`src/design/soc_pkg.sv`:
```
// shared widths, address map and pipeline records for the tile wrapper
package soc_pkg;

  typedef logic [63:0] addr_t;
  typedef logic [63:0] data_t;
  typedef logic [31:0] offset_t;

  // destination class picked by the address decoder
  typedef enum logic [1:0] {
    ROUTE_NOC  = 2'd0,
    ROUTE_CTRL = 2'd1,
    ROUTE_ERR  = 2'd2
  } route_e;

  // address map
  localparam addr_t DramBase   = 64'h0000_0000_8000_0000;
  localparam addr_t DramLength = 64'h0000_0000_4000_0000;
  localparam addr_t CtrlBase   = 64'h0000_0000_D000_0000;
  localparam addr_t CtrlLength = 64'h0000_0000_0000_1000;

  // register offsets inside the control window
  localparam offset_t RegExitOff  = 32'h0000_0000;
  localparam offset_t RegHwCntOff = 32'h0000_0008;
  localparam offset_t RegEventOff = 32'h0000_0010;

  // opcode in the top byte of a header flit
  localparam logic [7:0] NocWriteOp = 8'h52;

  typedef struct packed {
    logic  write;
    addr_t addr;
    data_t wdata;
  } req_t;

  typedef struct packed {
    req_t   req;
    route_e route;
  } dec_req_t;

  typedef struct packed {
    logic    write;
    route_e  route;
    offset_t offset;
    data_t   wdata;
    data_t   rdata;
    logic    err;
  } exe_req_t;

  typedef struct packed {
    data_t rdata;
    logic  err;
  } rsp_t;

endpackage

```
`src/design/reset_wakeup.sv`:
```
// wake-up counter that holds the tile in reset, then releases it through a synchronizer
`timescale 1ns/1ps

module reset_wakeup #(
  parameter int unsigned WakeCntWidth = 16
) (
  input  logic clk_i,
  input  logic reset_l,
  output logic spc_grst_o
);

  logic [WakeCntWidth-1:0] wake_cnt_q;
  logic [WakeCntWidth-1:0] wake_cnt_d;
  logic                    rst_gate;
  logic                    sync_q1;
  logic                    sync_q2;

  // saturates once the top bit is set
  assign wake_cnt_d = wake_cnt_q[WakeCntWidth-1] ? wake_cnt_q : wake_cnt_q + 1'b1;

  always_ff @(posedge clk_i or negedge reset_l) begin
    if (!reset_l) begin
      wake_cnt_q <= '0;
    end else begin
      wake_cnt_q <= wake_cnt_d;
    end
  end

  assign rst_gate = wake_cnt_q[WakeCntWidth-1] & reset_l;

  // two stages before the tile sees the release
  always_ff @(posedge clk_i or negedge reset_l) begin
    if (!reset_l) begin
      sync_q1 <= 1'b0;
      sync_q2 <= 1'b0;
    end else begin
      sync_q1 <= rst_gate;
      sync_q2 <= sync_q1;
    end
  end

  assign spc_grst_o = sync_q2;

endmodule

```
`src/design/irq_sync.sv`:
```
// two-flop synchronizer bank for the asynchronous interrupt and debug lines
`timescale 1ns/1ps

module irq_sync #(
  parameter int unsigned Width = 5
) (
  input  logic             clk_i,
  input  logic             reset_l,
  input  logic [Width-1:0] async_i,
  output logic [Width-1:0] sync_o
);

  logic [Width-1:0] meta_q;
  logic [Width-1:0] sync_q;

  // first stage may go metastable, second one settles it
  always_ff @(posedge clk_i or negedge reset_l) begin
    if (!reset_l) begin
      meta_q <= '0;
      sync_q <= '0;
    end else begin
      meta_q <= async_i;
      sync_q <= meta_q;
    end
  end

  assign sync_o = sync_q;

endmodule

```
`src/design/addr_decode.sv`:
```
// request stage 1, takes in a request and classifies it by address window
`timescale 1ns/1ps

module addr_decode (
  input  logic              clk_i,
  input  logic              reset_l,
  input  logic              req_valid_i,
  input  soc_pkg::req_t     req_i,
  output logic              req_ready_o,
  input  logic              dec_ready_i,
  output logic              dec_valid_o,
  output soc_pkg::dec_req_t dec_o
);

  logic              active_q;
  logic              full_q;
  logic              accept;
  logic              in_dram;
  logic              in_ctrl;
  soc_pkg::dec_req_t dec_d;
  soc_pkg::dec_req_t dec_q;

  // window compares, end address is exclusive
  assign in_dram = (req_i.addr >= soc_pkg::DramBase) &&
                   (req_i.addr < soc_pkg::DramBase + soc_pkg::DramLength);
  assign in_ctrl = (req_i.addr >= soc_pkg::CtrlBase) &&
                   (req_i.addr < soc_pkg::CtrlBase + soc_pkg::CtrlLength);

  always_comb begin
    dec_d.req = req_i;
    if (in_dram) begin
      dec_d.route = soc_pkg::ROUTE_NOC;
    end else if (in_ctrl) begin
      dec_d.route = soc_pkg::ROUTE_CTRL;
    end else begin
      dec_d.route = soc_pkg::ROUTE_ERR;
    end
  end

  // ready opens on the first clock after the tile reset releases
  assign req_ready_o = active_q && (!full_q || dec_ready_i);
  assign accept      = req_valid_i && req_ready_o;

  always_ff @(posedge clk_i or negedge reset_l) begin
    if (!reset_l) begin
      active_q <= 1'b0;
      full_q   <= 1'b0;
    end else begin
      active_q <= 1'b1;
      if (accept) begin
        full_q <= 1'b1;
      end else if (dec_ready_i) begin
        full_q <= 1'b0;
      end
    end
  end

  always_ff @(posedge clk_i) begin
    if (accept) begin
      dec_q <= dec_d;
    end
  end

  assign dec_valid_o = full_q;
  assign dec_o       = dec_q;

endmodule

```
`src/design/ctrl_regs.sv`:
```
// request stage 2, runs control register accesses and flags bad requests
`timescale 1ns/1ps

module ctrl_regs (
  input  logic              clk_i,
  input  logic              reset_l,
  input  logic              dec_valid_i,
  input  soc_pkg::dec_req_t dec_i,
  output logic              dec_ready_o,
  input  logic              exe_ready_i,
  output logic              exe_valid_o,
  output soc_pkg::exe_req_t exe_o,
  output logic              exit_o,
  output logic              hw_cnt_en_o,
  output soc_pkg::data_t    event_trigger_o
);

  logic              full_q;
  logic              load;
  logic              retire;
  logic              known_off;
  soc_pkg::addr_t    ctrl_diff;
  soc_pkg::addr_t    dram_diff;
  soc_pkg::exe_req_t exe_d;
  soc_pkg::exe_req_t exe_q;
  soc_pkg::data_t    reg_rdata;
  logic              exit_q;
  logic              hw_cnt_en_q;
  soc_pkg::data_t    event_q;

  assign dec_ready_o = !full_q || exe_ready_i;
  assign load        = dec_valid_i && dec_ready_o;
  assign retire      = full_q && exe_ready_i;
  assign exe_valid_o = full_q;

  ////////////////////////////////////////////////////////////////////////////
  // item build on entry
  ////////////////////////////////////////////////////////////////////////////

  // both windows fit in 32 bits of offset
  assign ctrl_diff = dec_i.req.addr - soc_pkg::CtrlBase;
  assign dram_diff = dec_i.req.addr - soc_pkg::DramBase;

  assign known_off = (ctrl_diff[31:0] == soc_pkg::RegExitOff)  ||
                     (ctrl_diff[31:0] == soc_pkg::RegHwCntOff) ||
                     (ctrl_diff[31:0] == soc_pkg::RegEventOff);

  always_comb begin
    exe_d.write  = dec_i.req.write;
    exe_d.route  = dec_i.route;
    exe_d.wdata  = dec_i.req.wdata;
    exe_d.rdata  = '0;
    exe_d.offset = (dec_i.route == soc_pkg::ROUTE_NOC) ? dram_diff[31:0] : ctrl_diff[31:0];
    case (dec_i.route)
      soc_pkg::ROUTE_NOC:  exe_d.err = !dec_i.req.write;  // no return path for reads
      soc_pkg::ROUTE_CTRL: exe_d.err = !known_off;
      default:             exe_d.err = 1'b1;
    endcase
  end

  always_ff @(posedge clk_i or negedge reset_l) begin
    if (!reset_l) begin
      full_q <= 1'b0;
    end else if (load) begin
      full_q <= 1'b1;
    end else if (retire) begin
      full_q <= 1'b0;
    end
  end

  always_ff @(posedge clk_i) begin
    if (load) begin
      exe_q <= exe_d;
    end
  end

  ////////////////////////////////////////////////////////////////////////////
  // register file
  ////////////////////////////////////////////////////////////////////////////

  // read late, so older writes that already left are seen
  always_comb begin
    case (exe_q.offset)
      soc_pkg::RegExitOff:  reg_rdata = {{63{1'b0}}, exit_q};
      soc_pkg::RegHwCntOff: reg_rdata = {{63{1'b0}}, hw_cnt_en_q};
      soc_pkg::RegEventOff: reg_rdata = event_q;
      default:              reg_rdata = '0;
    endcase
  end

  always_comb begin
    exe_o = exe_q;
    if (exe_q.route == soc_pkg::ROUTE_CTRL && !exe_q.write && !exe_q.err) begin
      exe_o.rdata = reg_rdata;
    end
  end

  // write lands once, as the item moves on to stage 3
  always_ff @(posedge clk_i or negedge reset_l) begin
    if (!reset_l) begin
      exit_q      <= 1'b0;
      hw_cnt_en_q <= 1'b0;
      event_q     <= '0;
    end else if (retire && exe_q.route == soc_pkg::ROUTE_CTRL && exe_q.write && !exe_q.err) begin
      case (exe_q.offset)
        soc_pkg::RegExitOff:  exit_q      <= exe_q.wdata[0];
        soc_pkg::RegHwCntOff: hw_cnt_en_q <= exe_q.wdata[0];
        soc_pkg::RegEventOff: event_q     <= exe_q.wdata;
        default: ;
      endcase
    end
  end

  assign exit_o          = exit_q;
  assign hw_cnt_en_o     = hw_cnt_en_q;
  assign event_trigger_o = event_q;

endmodule

```
`src/design/noc_bridge.sv`:
```
// request stage 3, turns DRAM writes into NoC flits and returns every response
`timescale 1ns/1ps

module noc_bridge (
  input  logic              clk_i,
  input  logic              reset_l,
  input  logic              exe_valid_i,
  input  soc_pkg::exe_req_t exe_i,
  output logic              exe_ready_o,
  output logic              noc_valid_o,
  output soc_pkg::data_t    noc_data_o,
  input  logic              noc_ready_i,
  output logic              rsp_valid_o,
  output soc_pkg::rsp_t     rsp_o
);

  typedef enum logic [1:0] {
    IDLE = 2'd0,
    HDR  = 2'd1,
    DATA = 2'd2,
    RSP  = 2'd3
  } state_e;

  state_e            state_q;
  state_e            state_d;
  logic              accept;
  soc_pkg::exe_req_t item_q;

  // busy only while flits are out
  assign exe_ready_o = (state_q == IDLE) || (state_q == RSP);
  assign accept      = exe_valid_i && exe_ready_o;

  ////////////////////////////////////////////////////////////////////////////
  // state machine
  ////////////////////////////////////////////////////////////////////////////

  always_comb begin
    state_d = state_q;
    case (state_q)
      IDLE, RSP: begin
        if (accept) begin
          state_d = (exe_i.route == soc_pkg::ROUTE_NOC && !exe_i.err) ? HDR : RSP;
        end else begin
          state_d = IDLE;
        end
      end
      HDR: begin
        if (noc_ready_i) begin
          state_d = DATA;
        end
      end
      DATA: begin
        if (noc_ready_i) begin
          state_d = RSP;
        end
      end
      default: state_d = IDLE;
    endcase
  end

  always_ff @(posedge clk_i or negedge reset_l) begin
    if (!reset_l) begin
      state_q <= IDLE;
    end else begin
      state_q <= state_d;
    end
  end

  always_ff @(posedge clk_i) begin
    if (accept) begin
      item_q <= exe_i;
    end
  end

  ////////////////////////////////////////////////////////////////////////////
  // flit and response outputs
  ////////////////////////////////////////////////////////////////////////////

  // header is opcode, zero pad, then the DRAM offset
  assign noc_valid_o = (state_q == HDR) || (state_q == DATA);
  assign noc_data_o  = (state_q == HDR) ? {soc_pkg::NocWriteOp, 24'h0, item_q.offset}
                                        : item_q.wdata;

  // DRAM writes carry zero rdata and clear err from stage 2
  assign rsp_valid_o = (state_q == RSP);
  assign rsp_o.rdata = item_q.rdata;
  assign rsp_o.err   = item_q.err;

endmodule

```
`src/design/soc_wrap_top.sv`:
```
// tile wrapper top with wake-up reset, interrupt synchronizers and request pipeline
`timescale 1ns/1ps

module soc_wrap_top #(
  parameter int unsigned WakeCntWidth = 16
) (
  input  logic           clk_i,
  input  logic           reset_l,
  // request port
  input  logic           req_valid_i,
  input  soc_pkg::req_t  req_i,
  output logic           req_ready_o,
  output logic           rsp_valid_o,
  output soc_pkg::rsp_t  rsp_o,
  // NoC output
  output logic           noc_valid_o,
  output soc_pkg::data_t noc_data_o,
  input  logic           noc_ready_i,
  // interrupts
  input  logic [1:0]     irq_i,
  input  logic           ipi_i,
  input  logic           time_irq_i,
  input  logic           debug_req_i,
  output logic [1:0]     irq_o,
  output logic           ipi_o,
  output logic           time_irq_o,
  output logic           debug_req_o,
  // reset and control
  output logic           spc_grst_o,
  output logic           exit_o,
  output logic           hw_cnt_en_o,
  output soc_pkg::data_t event_trigger_o
);

  logic              dec_valid;
  logic              dec_ready;
  soc_pkg::dec_req_t dec_req;
  logic              exe_valid;
  logic              exe_ready;
  soc_pkg::exe_req_t exe_req;
  logic [4:0]        irq_sync;

  ////////////////////////////////////////////////////////////////////////////
  // reset gate and synchronizers
  ////////////////////////////////////////////////////////////////////////////

  reset_wakeup #(
    .WakeCntWidth (WakeCntWidth)
  ) u_reset_wakeup (
    .clk_i      (clk_i),
    .reset_l    (reset_l),
    .spc_grst_o (spc_grst_o)
  );

  // bit order is irq[1:0], ipi, timer, debug from the bottom up
  irq_sync #(
    .Width (5)
  ) u_irq_sync (
    .clk_i   (clk_i),
    .reset_l (reset_l),
    .async_i ({debug_req_i, time_irq_i, ipi_i, irq_i}),
    .sync_o  (irq_sync)
  );

  assign irq_o       = irq_sync[1:0];
  assign ipi_o       = irq_sync[2];
  assign time_irq_o  = irq_sync[3];
  assign debug_req_o = irq_sync[4];

  ////////////////////////////////////////////////////////////////////////////
  // request pipeline, decode then registers then NoC
  ////////////////////////////////////////////////////////////////////////////

  addr_decode u_addr_decode (
    .clk_i       (clk_i),
    .reset_l     (spc_grst_o),
    .req_valid_i (req_valid_i),
    .req_i       (req_i),
    .req_ready_o (req_ready_o),
    .dec_ready_i (dec_ready),
    .dec_valid_o (dec_valid),
    .dec_o       (dec_req)
  );

  ctrl_regs u_ctrl_regs (
    .clk_i           (clk_i),
    .reset_l         (spc_grst_o),
    .dec_valid_i     (dec_valid),
    .dec_i           (dec_req),
    .dec_ready_o     (dec_ready),
    .exe_ready_i     (exe_ready),
    .exe_valid_o     (exe_valid),
    .exe_o           (exe_req),
    .exit_o          (exit_o),
    .hw_cnt_en_o     (hw_cnt_en_o),
    .event_trigger_o (event_trigger_o)
  );

  noc_bridge u_noc_bridge (
    .clk_i       (clk_i),
    .reset_l     (spc_grst_o),
    .exe_valid_i (exe_valid),
    .exe_i       (exe_req),
    .exe_ready_o (exe_ready),
    .noc_valid_o (noc_valid_o),
    .noc_data_o  (noc_data_o),
    .noc_ready_i (noc_ready_i),
    .rsp_valid_o (rsp_valid_o),
    .rsp_o       (rsp_o)
  );

endmodule

```
`config.mk`:
```
export PLATFORM = sky130hd
export DESIGN_NAME = soc_wrap_top
export DESIGN_NICKNAME = d
export VERILOG_FILES = /design/src/design/soc_pkg.sv /design/src/design/reset_wakeup.sv /design/src/design/irq_sync.sv /design/src/design/addr_decode.sv /design/src/design/ctrl_regs.sv /design/src/design/noc_bridge.sv /design/src/design/soc_wrap_top.sv
export SDC_FILE = /design/constraint.sdc
export NUM_CORES = 1
export LEC_CHECK = 0
export BUFFER_PORTS_ARGS = -buffer_cell sky130_fd_sc_hd__buf_4
export CAP_MARGIN = 20
export CORE_MARGIN = 10
export CORE_UTILIZATION = 55
export CTS_CLUSTER_DIAMETER = 40
export DETAILED_ROUTE_END_ITERATION = 10
export GPL_ROUTABILITY_DRIVEN = 0
export PLACE_DENSITY_LB_ADDON = 0.3
export SLEW_MARGIN = 15
export SYNTH_ARGS = -nofsm -noshare
export SYNTH_HDL_FRONTEND = slang
export SYNTH_SLANG_ARGS = --single-unit
```
`constraint.sdc`:
```
create_clock -name clk_i -period 5.2 [get_ports clk_i]
set_clock_uncertainty 0.15 [all_clocks]
set_input_delay 1.04 -clock clk_i [delete_from_list [all_inputs] [get_ports clk_i]]
set_output_delay 1.04 -clock clk_i [all_outputs]
set_load 0.05 [all_outputs]
```
[Yosys cells after proc, flatten, opt, wreduce, memory -nomap -nowiden]
Index checks and enable logic that the tools add are counted.
Word-level totals
  register bits: 459
  bits of input ports: 138
Operators by class
  add/subtract/negate cells: 3
  $lt $le $gt $ge: 4
  eq/ne operators: 11
  multiplexer cells: 15
  bitwise gates (word level): 1
  reductions and logical operators: 36
Operators by type and width (number)
  64-bit one-hot mux with 3 select lines: 1
  64-bit by 32-bit greater-or-equal comparator with 1-bit output, second input constant: 2
  64-bit by 32-bit < comparator with 1-bit output, second input constant: 2
  32-bit by 4-bit equality test with 1-bit output, second input constant: 2
  32-bit by 5-bit equality test with 1-bit output, second input constant: 2
  32-bit logical NOT: 2
  64-bit two-way mux: 1
  32-bit subtractor, second input constant: 2
  32-bit two-way mux: 1
  16-bit by 1-bit adder with 16-bit output, second input constant: 1
  16-bit two-way mux: 1
  1-bit logical AND: 12
  2-bit two-way mux: 5
  2-bit AND reduction: 4
  2-bit by 1-bit equality test with 1-bit output, second input constant: 3
  1-bit logical NOT: 6
  2-bit logical NOT: 3
  1-bit logical OR: 6
  2-bit one-hot mux with 3 select lines: 1
  2-bit equality test, second input constant: 2
  1-bit two-way mux: 4
  2-bit inequality test, second input constant: 2
  2-bit nonzero test: 2
  1-bit one-hot mux with 2 select lines: 1
  other kinds (2): 2

[Longest topological paths before layout]
Gate-level depths: netlist of run 1.
  depth after elaboration: 7
  mapped depth: 7
  gate-level depth less buffers: 6

[Cells and area by module]
A second synthesis of run 1 with hierarchy kept.
Unflattened totals
  cells, all modules: 916
  area, all modules: 17598.1 µm²
Modules (own cells, without submodules)
  ctrl_regs: times used 1, cells an instance 370, area an instance 6313.6 µm², sequential area each 4679.5 µm²
  noc_bridge: times used 1, cells an instance 312, area an instance 6084.6 µm², sequential area each 4884.7 µm²
  addr_decode: times used 1, cells an instance 160, area an instance 4155.2 µm², sequential area each 3983.8 µm²
  reset_wakeup: times used 1, cells an instance 64, area an instance 794.5 µm², sequential area each 450.4 µm²
  irq_sync: times used 1, cells an instance 10, area an instance 250.2 µm², sequential area each 250.2 µm²

[Least setup slack after synthesis of run 1]
OpenSTA, ideal clock, no wires.
  path kind: flip-flop to flip-flop
  start: reg u_noc_bridge.state_q[0]
  end: reg u_ctrl_regs.event_q[10] (netlist: u_ctrl_regs.event_trigger_o[10])
  setup time: 0.127 ns
  data arrival time: 6.216 ns
  path slack: -1.294 ns
  stages on the path, launching flop included: 8
  path buffers: 1
  path through: dfrtp_1 inv_1 ha_1 and2_1 nand3_1 nor4_4 buf_6 mux2_1
Between the ends
  longest elaborated chain between the ends: 7
  elaborated cells on any way between the ends: 8
RTL lines
  from (decl): line noc_bridge.sv:24  | state_e state_q;
  from (signal assigned): line noc_bridge.sv:65  | state_q <= state_d;
  2-bit equality test or 2-bit logical NOT (tied branches): line noc_bridge.sv:30  | assign exe_ready_o = (state_q == IDLE) || (state_q == RSP);
  1-bit logical OR (*): line noc_bridge.sv:30
  1-bit logical AND (*): line ctrl_regs.sv:33  | assign retire = full_q && exe_ready_i;
  via u_ctrl_regs.retire: line ctrl_regs.sv:20  | logic retire;
  1-bit logical AND (*) (3 in series): line ctrl_regs.sv:104  | end else if (retire && exe_q.route == soc_pkg::ROUTE_CTRL && exe_q.write && !exe_q.err) begin
  2-bit AND reduction (no line) (*)
  to (signal assigned): line ctrl_regs.sv:108  | soc_pkg::RegEventOff: event_q <= exe_q.wdata;
  to (decl): line ctrl_regs.sv:29  | soc_pkg::data_t event_q;
The timed path passes the listed nets; every way through them passes the cells marked *.
A chain may end at the register's enable or synchronous reset.

[Worst setup path after layout of run 1]
  start: reg u_noc_bridge.state_q[1]
  end: out noc_data_o[30]
Between the ends
  longest elaborated chain between the ends: 2
RTL lines
  2-bit by 1-bit equality test with 1-bit output: line noc_bridge.sv:81  | assign noc_data_o = (state_q == HDR) ? {soc_pkg::NocWriteOp, 24'h0, item_q.offset}
  64-bit two-way mux: line noc_bridge.sv:81
  to (decl): line soc_wrap_top.sv:17  | output soc_pkg::data_t noc_data_o,
No other way between the ends.

==> results.cfg, run 1 <==
[setup_path]
rrSetupSlack_ns = 2.22
cp_data_required_time_ns = 4.01
worst-setup-path-type = reg -> out
critPathLaunchType = flip-flop
max_stage_delay_ns = 0.71
crit_family = adder cells
endpoint_kind = output pin
cp_slowest_cell = ha_4
crit_buf_inv = 2
crit_chain = inv_1 -> ha_4 -> mux2_2 -> buf_4
arrival_ns = 2.43
cp_max_fo = 65

[global_route]
grt_max_degree = 76
grt_pass1_wl_um = 56120
grtUsageTotal_pct = 19.21
grt-ovfl-total = 0
grt_pass1_vias = 9147
antenna_found_initial = 0

[yosys]
avgSynthCellArea_um2 = 18.78
synth_top_area_cell = edfxtp_1
yosys_register_bits = 459
yosys-top-cells-count = 360 x edfxtp_1, 99 x dfrtp_1, 65 x buf_4
yosys_warnings = 0
synth_most_common_cell = edfxtp_1
yosys_most_used_dff = edfxtp_1
synthArstFlopShare_pct = 21.57
synth_edf_count = 360
synth.distinct_cells = 45
synth.yosys.seq_area_share_pct = 80.30
synth_fp_nets = 1025
synth_area_um2 = 16550
synth.area.top_cells = edfxtp_1 65%, dfrtp_1 15%, mux2_1 4.1%, buf_4 2.9%, mux2_2 2.7%
synth_top_area_share_pct = 65.33
syn_inst = 881

[placement]
dp.final_hpwl_um = 25630
dp_slack_ns = 2.078
io_buffers = 341

[route]
drc = 0
vias = 8619
wl_per_cell_um = 22.63
drt_first_pass_iters = 5
top_layer = met4
wl_met3_um = 2590
wirelength_um = 36780
vias_per_cell = 5.304
ant_nets = 0
met2WireLength_um = 18560
drt_iter0_markers = 434
met1Wirelength_um = 15100

[cts]
cts_max_path_buffers = 3
cts.repair.resized = 0
htree_levels = 2
clockRootBuffer = clkbuf_16
cts_buffers = 50
cts_tree = done
clock_latency_ns = 0.54
postCtsHoldBufs = 0
clkTransAtPathRegs_ns = 0.06
postCtsSetupRepairBufs = 0
cts.sink_count = 459

[floorplan]
dieArea_um2 = 37420
ios = 342
fp.coreArea_um2 = 29640
initial_core_util_pct = 55.83
die_w_um = 193.5
dieHeight_um = 193.5
std_cell_rows = 63

[timing]
timing.hold.ws_ns = 0.1370
tightest_slew_ns = 1.055
finalMaxSlewViolations = 0
finalCriticalPeriod_ns = 3.620
period_share_pct = 69.62
hold_viol = 0
setup_slack_ns = 1.580
fin_tns_setup_ns = 0
rsz0062_at_grt = no
max_freq_mhz = 276.2
relSlewSlack_pct = 29.70
setup_viol = 0

[power]
combPwrFrac_pct = 27.5
intPower_w = 0.008219
swShare_pct = 34.50
ir_worst_vdd_uv = 383.5
seq_power_share_pct = 43.7
p_leak_nw = 8.581
p_clk_share_pct = 28.8
powerDensity_nw_per_um2 = 602.3
p_sw_w = 0.004330

[final_layout]
nNetsFinal = 1337
diodes = 0
final_core_util_pct = 70.29
drive_gt1_share_pct = 39.11
area_delta_synth_final_pct = 25.91

[run_status]
status = finished clean

[flow_run]
cap_violations = 0

[min_path]
hold_path_class = reg -> async
==> through the flow <==
| step | instances | cell area, um2 | power, W |
|---|---|---|---|
| 2_1_floorplan | 881 | 16550 | 0.008091 |
| 3_3_place_gp | 1531 | 19090 | 0.009024 |
| 5_1_grt | 1625 | 20830 | 0.01302 |
| 4_1_cts | 1625 | 20830 | 0.01267 |
| 6_report | 1625 | 20830 | 0.01255 |
| 3_5_place_dp | 1531 | 19090 | 0.009063 |
==> kinds of logic after synthesis <==
family / after synthesis / share of synthesized area (%)
compound gates: 18 / 0.7185
flops: 459 / 80.30
xor+xnor: 17 / 0.8998
simple gates: 180 / 6.752
mux: 101 / 6.858
fa+ha+maj: 6 / 0.4537
other cells: 1 / 0.02266
buf+inv: 99 / 3.992
==> power by group through the flow <==
stage | clock, W | combinational (W) | sequential [W]
finish | 0.00361 | 0.00346 | 0.00548
global route | 0.00383 | 0.00362 | 0.00556
CTS | 0.00367 | 0.00351 | 0.00550
detailed placement | 0 | 0.00351 | 0.00556
global placement | 0 | 0.00347 | 0.00555
floorplan | 0 | 0.00267 | 0.00542
==> layout make-up <==
type	count	area, um2
multi-input cells	323	2640
flip-flops and latches	459	13290
clock inverters	23	287.8
well taps	390	488.0
repair buffers	353	2650
clock buffers	71	1454
fillers	1891	8805
inverters	6	22.52
==> routing by layer <==
metal | track usage, % | vias up
met2 | 32.58 | 363
li1 | - | 3884
met4 | 4.206 | 0
met5 | 0 | -
met1 | 24.18 | 4331
met3 | 5.308 | 41
==> cells in the final DEF, fill, tap and decap left out, types with 3 or more instances in the layout <==
cell type and instances:
inv_1 6, nor4_1 20, buf_4 353, nor4b_1 4
o21ai_0 6, edfxtp_1 360, clkbuf_1 12, nor2_1 9
ha_1 5, or2_2 4, dfrtp_1 98, clkinv_2 6
mux2_1 60, nand4_1 8, clkinv_1 4, nor2b_1 31
or3_1 3, nor3_1 4, and2_1 4, bufinv_16 5
and3_1 64, mux2_2 39, nand3_1 7, clkbuf_16 53
and4_1 4, nand2_1 8, xnor2_1 13, xor2_1 4
clkbuf_8 6, inv_8 4
==> path summary, 6_finish.rpt <==
path	from	to	cells past startpoint
worst max-delay path	u_noc_bridge.state_q[1]	noc_data_o[30]	4
worst min-delay path	u_reset_wakeup.spc_grst_o	u_ctrl_regs.event_trigger_o[8]	0
worst max register to register	u_noc_bridge.state_q[0]	u_addr_decode.dec_o[4]	6
worst min register to register	u_reset_wakeup.spc_grst_o	u_ctrl_regs.event_trigger_o[8]	0
max in group asynchronous	u_reset_wakeup.spc_grst_o	u_ctrl_regs.event_trigger_o[45]	1
min in group clk_i	u_irq_sync.meta_q[1]	u_irq_sync.sync_o[1]	0
==> worst reg2reg max path, stage by stage (launching register included) <==
cell      delay [ns]
dfrtp_1         0.41
inv_1           0.08
ha_1            0.37
nor2b_1         0.13
a21boi_0        0.25
and2_4          0.80
buf_4           0.46
==> sequential cells by signal (all words and copies together), names as in the netlist, 2 cells and up <==
register / cells
u_addr_decode.dec_o: 99
u_ctrl_regs.event_trigger_o: 64
u_ctrl_regs.exe_o: 100
u_irq_sync.meta_q: 5
u_irq_sync.sync_o: 5
u_noc_bridge.item_q: 96
u_noc_bridge.rsp_o: 65
u_noc_bridge.state_q: 2
u_reset_wakeup.wake_cnt_q: 16
(Power assumes the default switching activity.)
==> run 2, diff against run 1 <==
- CORE_UTILIZATION: 55 -> 54
- clock period: 5.2 -> 3.7 ns (I/O delays scaled with it)
==> run 2 against run 1 <==
Critical path depth is the same; cell area decreased by 0.41%; via count down 1.2%; global-route usage down 0.56 points; critical path type unchanged.
==> results.cfg, run 2 (synthesized netlist as in run 1, its figures left out) <==
[cts]
clkTransAtPathRegs_ns = 0.06
cts_tree = done
cts.sink_count = 459
clockRootBuffer = clkbuf_16
cts_max_path_buffers = 3
clock_latency_ns = 0.54
htree_levels = 2
cts_buffers = 50
cts.repair.resized = 0

[floorplan]
dieArea_um2 = 38040
fp.coreArea_um2 = 30430
ios = 342
std_cell_rows = 64
die_w_um = 195.1
dieHeight_um = 195.1
initial_core_util_pct = 54.38

[final_layout]
layoutNonFillerInstCount = 1631
fillers = 2006
largest_register_ffs = 100
final_cell_mix = 360 x edfxtp_1, 350 x buf_4, 98 x dfrtp_1
diodes = 0
stdcell_area_um2 = 20750
nNetsFinal = 1339
drive_gt1_share_pct = 39.03
area_delta_synth_final_pct = 25.39
final_common_cell = edfxtp_1

[global_route]
grtUsageTotal_pct = 18.64
antenna_found_initial = 0
grt_pass1_wl_um = 55030
grt_pass1_vias = 9122
grt_max_degree = 163
grt-ovfl-total = 0

[route]
met1Wirelength_um = 14570
wirelength_um = 36410
ant_nets = 0
top_layer = met4
wl_met3_um = 3158
vias_per_cell = 5.223
vias = 8519
drt_iter0_markers = 435
drt_first_pass_iters = 4
drc = 0
wl_per_cell_um = 22.32
met2WireLength_um = 18080

[setup_path]
arrival_ns = 2.29
endpoint_kind = output pin
cp_max_fo = 42
worst-setup-path-type = reg -> out
cp_data_required_time_ns = 2.81
critPathLaunchType = flip-flop

[timing]
finalCriticalPeriod_ns = 3.182
max_freq_mhz = 314.3
rsz0062_at_grt = no
fin_tns_setup_ns = 0
tightest_slew_ns = 0.9204
setup_viol = 0
hold_viol = 0
period_share_pct = 85.99
relSlewSlack_pct = 38.64
finalMaxSlewViolations = 0

[power]
powerDensity_nw_per_um2 = 832.4
p_leak_nw = 8.522
ir_worst_vdd_uv = 590.6
p_total_w = 0.01727
seq_power_share_pct = 44.2
p_clk_share_pct = 27.1
intPower_w = 0.01120
p_sw_w = 0.006068
swShare_pct = 35.14
combPwrFrac_pct = 28.7

[placement]
dp.final_hpwl_um = 25110
dp.cells = 1538
postPlaceCellArea_um2 = 19160
io_buffers = 341

[min_path]
hold_path_class = reg -> async

[flow_run]
cap_violations = 0

[run_status]
status = finished clean
-- run 2: cell types whose count changed in the layout (fill, tap and decap cells not counted), sizes merged --
cell,before,now
clkbuf,71,64
clkinv,12,15
clkinvlp,2,5
bufinv,5,2
dlygate4sd3,0,1
buf,353,354
inv,10,12
-- run 2: final timing paths --
check,startpoint,endpoint,slack [ns],cells after the start
setup reg to reg,u_ctrl_regs.exe_o[137],u_ctrl_regs.event_trigger_o[1],0.83,5
setup / recovery,u_noc_bridge.state_q[1],noc_data_o[8],0.52,4
hold reg to reg,u_reset_wakeup.spc_grst_o,u_ctrl_regs.event_trigger_o[24],0.13,0
hold / removal,u_reset_wakeup.spc_grst_o,u_ctrl_regs.event_trigger_o[24],0.13,0
max in group asynchronous,u_reset_wakeup.spc_grst_o,u_ctrl_regs.event_trigger_o[54],2.24,1
min in group clk_i,ipi_i,u_irq_sync.meta_q[2],0.15,1
-- run 2: what timing repair did --
action | in CTS | in global routing
hold buffers | 1 | 0
hold endpoints to repair | 28 | 0
setup buffers | 0 | 0
-- run 2: worst max-delay path, cell delays in order (launching register included) --
cell	delay [ns]
dfrtp_1	0.41
inv_1	0.10
ha_4	0.55
mux2_2	0.43
buf_4	0.20
-- run 2: layout make-up --
class	instances	area [um2]	share of cell area, %
well taps	396	495.5	2.388
flip-flops and latches	459	13290	64.06
multi-input cells	323	2640	12.72
clock inverters	28	236.5	1.140
clock buffers	64	1345	6.483
inverters	6	22.52	0.1085
repair buffers	355	2718	13.10
-- run 2: power groups by stage --
| stage | Sequential, W | Clock, W | Combinational (W) |
|---|---|---|---|
| after floorplan | 0.00758 | 0 | 0.00376 |
| after global placement | 0.00772 | 0 | 0.00500 |
| after detailed placement | 0.00776 | 0 | 0.00503 |
| after CTS | 0.00766 | 0.00477 | 0.00504 |
| after global routing | 0.00776 | 0.00499 | 0.00518 |
| final | 0.00764 | 0.00468 | 0.00495 |
-- run 2: through the flow --
step | hold slack (ns) | util [%] | worst slack (ns)
2_1_floorplan | 0.1812 | - | -0.3458
3_3_place_gp | 0.1374 | 62.96 | 0.9656
3_5_place_dp | 0.1435 | 62.96 | 0.8985
4_1_cts | 0.1334 | 68.19 | 0.4560
5_1_grt | 0.1255 | 68.19 | 0.3641
6_report | 0.1284 | 68.19 | 0.5184
-- run 2: layer usage --
metal	vias up	track usage (%)
met5	-	0
met4	0	4.440
met3	48	5.978
met2	365	30.96
met1	4205	23.41
li1	3901	-
==> run 3, diff against run 2 <==
- PLACE_DENSITY: default -> 0.8
- PLACE_DENSITY_LB_ADDON: 0.3 -> default
==> run 3 against run 2 <==
Core utilization shrank 0.19 points; hold slack lost 0.068 ns; fmax shrank 0.56%; wire length grew 3.8%; non-clock buffer count grew 3; combinational power is essentially flat; first-iteration DRC count grew 35%; sequential power grew 0.7%.
==> results.cfg, run 3 (synthesized netlist as in run 1, its figures left out) <==
[run_status]
status = finished clean

[timing]
finalCriticalPeriod_ns = 3.200
tightest_slew_ns = 0.9589
setup_viol = 0
period_share_pct = 86.48
finalMaxSlewViolations = 0
rsz0062_at_grt = no
timing.hold.ws_ns = 0.05993
max_freq_mhz = 312.5
hold_viol = 0
relSlewSlack_pct = 36.07

[floorplan]
std_cell_rows = 64
fp.coreArea_um2 = 30430
die_w_um = 195.1
initial_core_util_pct = 54.38
dieHeight_um = 195.1
ios = 342
dieArea_um2 = 38040

[setup_path]
crit_chain = inv_1 -> ha_4 -> buf_4 -> mux2_2 -> buf_4
arrival_ns = 2.31
crit_family = buffers and inverters
startpoint = u_noc_bridge.state_q[1]
crit_buf_inv = 3
rrSetupSlack_ns = 0.97
reg2reg_to = u_ctrl_regs.event_trigger_o[54]
max_stage_delay_ns = 0.41
crit_cells = 5
crit_end = noc_data_o[6]
critPathLaunchType = flip-flop
cp_data_required_time_ns = 2.81
path_common_cell = buf_4
worst-setup-path-type = reg -> out
reg2reg_depth = 5
cp_slowest_cell = dfrtp_1
timing.rr.start = u_ctrl_regs.exe_o[143]
cp_max_fo = 24
endpoint_kind = output pin

[route]
drc = 0
wirelength_um = 37810
drt_first_pass_iters = 4
wl_per_cell_um = 23.18
ant_nets = 0
vias_per_cell = 5.375
drt_iter0_markers = 587
vias = 8766

[cts]
clock_latency_ns = 0.53
cts_max_path_buffers = 3
htree_levels = 2
cts.sink_count = 459
cts_buffers = 48
clockRootBuffer = clkbuf_16
clkTransAtPathRegs_ns = 0.06
cts_tree = done

[final_layout]
drive_gt1_share_pct = 38.98
final_core_util_pct = 68.00
layoutNonFillerInstCount = 1631
final_cell_mix = 360 x edfxtp_1, 354 x buf_4, 98 x dfrtp_1
final_common_cell = edfxtp_1
nNetsFinal = 1340
area_delta_synth_final_pct = 25.05
stdcell_area_um2 = 20690
largest_register_ffs = 100
fillers = 1944

[power]
p_leak_nw = 8.509
powerDensity_nw_per_um2 = 829.6
ir_worst_vdd_uv = 596.3

[placement]
dp.final_hpwl_um = 26190
io_buffers = 341
dp.cells = 1541
postPlaceCellArea_um2 = 19170

[global_route]
grtUsageMet2_pct = 32.25
grt_use_met3_pct = 5.807
grt_pass1_wl_um = 56680
grt-ovfl-total = 0
grt_max_degree = 163
grt_pass1_vias = 9093
antenna_found_initial = 2
grtUsageMet1_pct = 24.42
grtUsageTotal_pct = 19.34
top_usage_layer = met2

[min_path]
hold_path_class = reg -> async

[flow_run]
cap_violations = 0
## run 3: cell types whose count changed in the layout (fill, tap and decap cells not counted), moves of 2 or more
| cell | previous run | this run |
|---|---|---|
| buf_4 | 350 | 354 |
| clkinvlp_4 | 5 | 2 |
| clkinv_1 | 5 | 3 |
| clkbuf_16 | 51 | 49 |
| clkbuf_8 | 2 | 5 |
| clkbuf_1 | 11 | 13 |
## run 3: area by class of cell
type                    count  area (um2)  share of cell area [%]
flip-flops and latches    459       13290                   64.23
repair buffers            358        2728                   13.18
multi-input cells         323        2640                   12.76
clock buffers              67        1344                   6.494
well taps                 396       495.5                   2.394
clock inverters            21       168.9                  0.8163
inverters                   6       22.52                  0.1088
diodes                      1       2.502                 0.01209
## run 3: layer usage
layer | routed length (um) | part of all wire [%]
met1 | 14920 | 39
met3 | 3299 | 8.7
met2 | 18960 | 50
met4 | 631 | 1.7
met5 | 0 | 0
## run 3: timing repair
action / in CTS / in global routing
hold endpoints to repair: 28 / 0
resized for setup: 0 / 0
hold buffers: 1 / 0
setup buffers: 0 / 0
## run 3: worst reg2reg max path, delay by kind of cell (launching register included)
kind / cells / cell delay [ns]
simple gates: 3 / 1.17
buf+inv: 1 / 0.49
mux: 1 / 0.42
flops: 1 / 0.39
## run 3: worst min path at each step
stage,start,endpoint,cells after the start
after floorplan,u_irq_sync.meta_q[0],u_irq_sync.sync_o[0],0
after CTS,u_reset_wakeup.spc_grst_o,u_ctrl_regs.event_trigger_o[12],0
after global routing,u_reset_wakeup.spc_grst_o,u_ctrl_regs.event_trigger_o[12],0
after global placement,u_reset_wakeup.spc_grst_o,u_ctrl_regs.event_trigger_o[12],0
after detailed placement,u_reset_wakeup.spc_grst_o,u_ctrl_regs.event_trigger_o[12],0
final,u_reset_wakeup.spc_grst_o,u_ctrl_regs.event_trigger_o[12],0
## run 3: stage by stage
step | power, W | TNS (ns) | setup slack (ns)
floorplan | 0.01133 | -34.58 | -0.3458
global placement | 0.01273 | 0 | 0.9628
detailed placement | 0.01280 | 0 | 0.9856
CTS | 0.01735 | 0 | 0.4558
global route | 0.01782 | 0 | 0.3715
finish | 0.01717 | 0 | 0.5003
## run 3: power by group
group | switching [W] | leakage [nW] | internal [W]
sequential | 0.000482 | 4.65 | 0.00720
combinational | 0.00368 | 3.12 | 0.00126
clock | 0.00190 | 0.741 | 0.00263
total | 0.00607 | 8.51 | 0.0111
